### src/video_pkg.sv
package video_pkg;

    // Screen geometry, counted in pixel enables and lines
    localparam int H_TOTAL       = 64;
    localparam int H_ACTIVE      = 48;
    localparam int HS_START      = 52;
    localparam int HS_LEN        = 4;

    localparam int V_TOTAL       = 40;
    localparam int V_ACTIVE      = 32;
    localparam int VS_START      = 35;
    localparam int VS_LEN        = 2;

    // Interrupt every 16 active lines
    localparam int LINE_INT_STEP = 16;

    // Layer count and pipeline depths, in pixel enables
    localparam int NUM_LAYERS    = 2;
    localparam int LAYER_DLY     = 2;
    localparam int MIX_DLY       = 2;

    // Raster position
    typedef logic [8:0]  pos_t;

    // CPU write port
    typedef logic [11:0] cpu_addr_t;
    typedef logic [15:0] cpu_data_t;

    // Layer data
    typedef logic [7:0]  scroll_t;
    typedef logic [9:0]  map_addr_t;
    // Upper nibble is the palette bank, lower nibble the colour (0 = transparent)
    typedef logic [7:0]  pxl_t;

    // Palette entry as {red, green, blue}
    typedef logic [14:0] rgb_t;
    typedef logic [4:0]  chan_t;

endpackage

### src/video_timing.sv
`timescale 1ns/10ps

module video_timing (
    input  logic            clk,
    input  logic            rst,
    input  logic            pxl_cen,
    output video_pkg::pos_t hdump,
    output video_pkg::pos_t vdump,
    output logic            pre_lhbl,
    output logic            pre_lvbl,
    output logic            hs,
    output logic            vs,
    output logic            line_intn
);
    import video_pkg::*;

    logic h_wrap;
    pos_t v_next;

    assign h_wrap = (hdump == pos_t'(H_TOTAL - 1));

    // Line number that takes over at the end of the current line
    assign v_next = (vdump == pos_t'(V_TOTAL - 1)) ? '0 : vdump + 1'b1;

    always_ff @(posedge clk, posedge rst) begin
        if (rst) begin
            hdump <= '0;
            vdump <= '0;
        end else if (pxl_cen) begin
            hdump <= h_wrap ? '0 : hdump + 1'b1;
            if (h_wrap) begin
                vdump <= v_next;
            end
        end
    end

    // Blanking ahead of the layer and mixer pipeline
    assign pre_lhbl = (hdump < H_ACTIVE);
    assign pre_lvbl = (vdump < V_ACTIVE);

    assign hs = (hdump >= HS_START) && (hdump < HS_START + HS_LEN);
    assign vs = (vdump >= VS_START) && (vdump < VS_START + VS_LEN);

    // Loaded together with vdump so the low pulse covers exactly one line
    always_ff @(posedge clk, posedge rst) begin
        if (rst) begin
            line_intn <= 1'b1;
        end else if (pxl_cen && h_wrap) begin
            line_intn <= !((v_next % LINE_INT_STEP) == 0 && v_next < V_ACTIVE);
        end
    end

endmodule

### config.mk
export PLATFORM = sky130hd
export DESIGN_NAME = video_timing
export DESIGN_NICKNAME = d
export VERILOG_FILES = /design/src/video_pkg.sv /design/src/video_timing.sv
export SDC_FILE = /design/constraint.sdc
export NUM_CORES = 1
export LEC_CHECK = 0
export BUFFER_PORTS_ARGS = -buffer_cell sky130_fd_sc_hd__buf_2
export CORE_AREA = 2 2 49 51
export DETAILED_ROUTE_END_ITERATION = 6
export DIE_AREA = 0 0 51 53
export GPL_TIMING_DRIVEN = 0
export HOLD_SLACK_MARGIN = 0.02
export PLACE_DENSITY = 0.75
export REMOVE_ABC_BUFFERS = 1
export SLEW_MARGIN = 40
export SYNTH_ARGS = -nofsm -noshare
export SYNTH_HDL_FRONTEND = slang
export SYNTH_SLANG_ARGS = --single-unit
### constraint.sdc
create_clock -name clk -period 2.08 [get_ports clk]
set_input_delay 0.416 -clock clk [delete_from_list [all_inputs] [get_ports clk]]
set_output_delay 0.416 -clock clk [all_outputs]
set_load 0.02 [all_outputs]
Word-level counts from Yosys, hierarchy flattened --
Cells that the tools add are included.
Operators by class: $add $sub $neg 2, magnitude comparators 7, eq/ne operators 2, multiplexer cells 2, reduce and logical (&&, ||, !) cells 7
Operators with widths (count):
- $lt A9 B6 Y1 const B | 5
- $logic_not A32 Y1 | 1
- $add A9 B1 Y9 const B | 2
- $eq A9 B6 Y1 const B | 2
- $ge A9 B6 Y1 const B | 2
- $mux W9 | 2
- $logic_and A1 B1 Y1 | 4
- $reduce_and A2 Y1 | 1
- $logic_not A1 Y1 | 1
Word-level totals: bits in registers 19, input bits 3, output and inout port bits 23, logic and storage cells 23

Depth between registers and ports, before layout --
depth in word-level cells 5, gate-level depth with buffers 6, depth with buffers taken out 5

Worst setup path after synthesis --
OpenSTA, ideal clock, no wires.
path kind flip-flop to output port, start register hdump[6], end output port hs, arrival time 1.615 ns, required time 1.664 ns, setup slack 0.049 ns, stages on the path, launching flop included 3, path buffers 0, cells stage by stage dfrtp_1 -> or3_4 -> nor4_1
On the way: word-level cells in the longest chain between the ends 2, elaborated cells between the ends (all ways) 3
Ends and longest elaborated chain:
- from (decl) | RTL line video_timing.sv:7 | output video_pkg::pos_t hdump,
- from (signal assigned) | RTL line video_timing.sv:30 | hdump <= h_wrap ? '0 : hdump + 1'b1;
- $ge A9 B6 Y1 / $lt A9 B6 Y1 (equally long branches) | RTL line video_timing.sv:41 | assign hs = (hdump >= HS_START) && (hdump < HS_START + HS_LEN);
- $logic_and A1 B1 Y1 * | RTL line video_timing.sv:41
- to (decl) | RTL line video_timing.sv:11 | output logic hs,
Mark *: on every way between the ends. The rest lies on a longest branch, timed or not.

Worst setup path after layout --
Ends and elaborated chain as after synthesis.

==> summary.md <==
| Metric | Value |
|---|---|
| Outcome | `finished clean` |
| Number of global-route vias before repair | `818` |
| Global Route Usage Sum | `18.6%` |
| Setup crit start kind | `flip-flop` |
| Clk network pwr share | `16.9%` |
| Lkg Pwr | `0.603 nW` |
| Area occupied by multi-input gates | `578 sq um` |
| IO Pins | `26` |
| CTS tree | `yes` |
| First-pass GRT wire length | `3.73 mm` |
| Setup Skew | `6.63 ps` |
| Yosys top cell by area | `dfrtp_1` |
| Antenna Nets Post-Route | `0` |
| Ant. Diodes | `0` |
| Clock latency on the worst-skew pair | `290 ps` |
| Slew HR | `54.4%` |
| Post-Route WL | `2.23 mm` |
| CP max FO | `6` |
| Met2 GRT Util | `28.8%` |
| Die height | `53 microns` |
| Final Non-Filler Cells | `166` |
| Prevailing post-synth register cell | `dfrtp_1` |
| Max-slew violation count | `0` |
| Initial antenna violation count | `0` |
| GRT overflow | `0` |
| Root buf cell | `clkbuf_4` |
| Gpl congestion | `0.847` |
| Rows | `17` |
| Die X | `51 microns` |
| H-tree depth | `1` |
| P&R area growth vs syn | `19.8%` |
| Post-synthesis cell type count | `35` |
| Sequential cell area | `477 sq um` |
| Worst VDD drop | `0.429 mV` |
| PortBufs | `25` |
| Final setup vio count | `0` |
| Number of synthesized flops with an enable pin | `0` |
| Most Crowded Layer GR | `met2` |
| Wire per inst | `13.4 microns` |
| Internal | `0.649 mW` |
| RSZ-0062 raised after global routing | `false` |
| Maxcap violations | `0` |
| Post-synth ARST share | `100%` |
| Nets | `145` |
| Iter 0 DRT Violations | `31` |
| Least-Margin Pin Slew | `679 ps` |
| CP Class | `flip-flop to output pin` |
| Net Switching | `0.417 mW` |
| Clk sink count | `19` |
| Layout fillers | `207` |
| Worst Hold Class | `input pin to async pin` |
| Register area share after synthesis | `44.5%` |
| Core Region | `2150 sq um` |
| CP required | `1660 ps` |
| PnR Total Power | `1.07 mW` |
| Clock slew at reported path FFs | `110 ps` |
| Post-DP Area | `1210 sq um` |
| Grt met1 use | `25.7%` |
| DIE AREA | `2700 sq um` |
| Final HPWL DP | `1.53 mm` |
| #FFs+latches synth | `19` |
| Inserted Clock Buffers | `3` |
| Met3 GRT Util | `2.82%` |
| Switching fraction of total power | `39.1%` |
| Area contributors post-synth | `dfrtp_1, xnor2_1, ha_1` |
| Crit path capture type | `output pin` |
| Largest net degree at the start of global routing | `20` |
| Yosys top cell area share | `42.0%` |
| Total number of vias | `919` |
| DRC viols | `0` |
| Setup TNS | `0 ps` |
| Tcrit/Tclk final | `94.7%` |
| Bufs on Longest Clock Path | `2` |
| Cell count after synthesis | `109` |
| Design area | `1280 sq um` |
| Fmax achieved | `0.508 GHz` |
| Synth Cell Area | `1070 sq um` |
| Sequential power share | `50.5%` |
| Hold Violations, Final | `0` |
| Drt pass-1 iters | `4` |
| DP Cell Count | `158` |
| Mean post-synth cell area | `9.84 sq um` |
| Via density | `5.54` |
| # hold bufs at CTS | `0` |
| R2R Setup Slk | `180 ps` |
| Layout cell share with drive strength beyond 1 | `30.4%` |
| Pwr Density | `829 nW/um^2` |
| Warnings from Yosys | `0` |
| Critical path arrival | `1550 ps` |
| Gate power share | `32.7%` |
| Shortest period the worst path allows | `1970 ps` |
| Initial Util | `49.9%` |
==> critical path, stage by stage (launching register included) <==
cell and delay [ps]:
dfrtp_1 430, or3_4 450, nor4_2 220, buf_4 180
==> timing repair <==
item                                    in CTS  in global routing
pin swaps                                    1                  0
setup buffers                                4                  0
gates resized for setup                      0                  4
endpoints found under the setup margin       1                  2
==> sequential cells by signal, summed over array words and instances (netlist names) <==
signal / cells
hdump: 9
vdump: 9
line_intn: 1
==> synthesized netlist by cell type (2+ instances only) <==
cell type,number
a21oi_1,4
a31oi_1,2
and2_1,3
clkbuf_1,3
dfrtp_1,18
ha_1,3
inv_1,3
mux2i_1,2
nand2_1,10
nand3_1,2
nand3_2,2
nand4_1,6
nor2_1,9
nor3_1,2
nor4_1,3
o21ai_0,5
o31ai_1,2
xnor2_1,11
xor2_1,3
==> power by group through the flow <==
stage / Clock, mW / Sequential, mW / Combinational [mW]
2_1_floorplan: 0 / 0.616 / 0.150
3_3_place_gp: 0 / 0.535 / 0.336
3_5_place_dp: 0 / 0.543 / 0.343
4_1_cts: 0.187 / 0.536 / 0.347
5_1_grt: 0.199 / 0.552 / 0.383
6_report: 0.180 / 0.538 / 0.348
==> cells by family after synthesis <==
kind of cell    after synthesis  share of synthesized area [%]
flops                        19                           44.5
simple gates                 44                           23.3
xor+xnor                     14                           11.4
compound gates               19                           11.2
mux                           3                           2.92
buf+inv                       7                           3.15
fa+ha+maj                     3                           3.50
==> stage by stage <==
stage / setup WS, ps / hold WS, ps / util [%]
floorplan: 49.2 / 366 / -
global placement: 126 / 474 / 56.3
detailed placement: 42.2 / 502 / 56.3
CTS: 44.5 / 261 / 58.9
global route: 1.48 / 166 / 59.8
finish: 110 / 124 / 59.8
==> metal layers <==
metal | up-vias | share of wire [%] | routed length (microns)
met1 | 439 | 46 | 1030
met3 | 2 | 5.1 | 113
met4 | 0 | 0.76 | 17
met5 | - | 0 | 0
met2 | 24 | 48 | 1070
li1 | 454 | - | -
==> final cells by class <==
type	instances	area share, %
timing repair buffer	29	12.3
inverter	3	0.876
clock buffer	4	2.04
multi-input combinational	83	45.0
sequential	19	37.1
tap	28	2.73
==> cells in the final DEF, fill, tap and decap left out, types with 2 or more instances in the layout <==
master	netlist	layout
xnor2_1	11	11
nand3_2	2	2
mux2i_1	2	2
nand4_1	6	6
nor4_1	3	2
a31oi_1	2	2
nand3_1	2	2
and2_1	3	3
inv_1	3	2
xor2_1	3	3
buf_4	0	5
o21ai_0	5	5
clkbuf_4	0	3
dfrtp_1	18	18
ha_1	3	3
nor2_1	9	9
nand2_1	10	10
buf_2	0	24
o31ai_1	2	2
a21oi_1	4	4
==> worst paths after layout <==
check	startpoint	to	depth (start not counted)
worst max-delay path	hdump[6]$_DFFE_PP0P_	hs	3
worst min-delay path	rst	hdump[0]$_DFFE_PP0P_	2
worst max register to register	hdump[0]$_DFFE_PP0P_	vdump[1]$_DFFE_PP0P_	5
worst min register to register	hdump[8]$_DFFE_PP0P_	hdump[8]$_DFFE_PP0P_	1
max in group asynchronous	rst	line_intn$_DFFE_PP1P_	2
min in group clk	pxl_cen	hdump[2]$_DFFE_PP0P_	3
(Power assumes the default switching activity.)
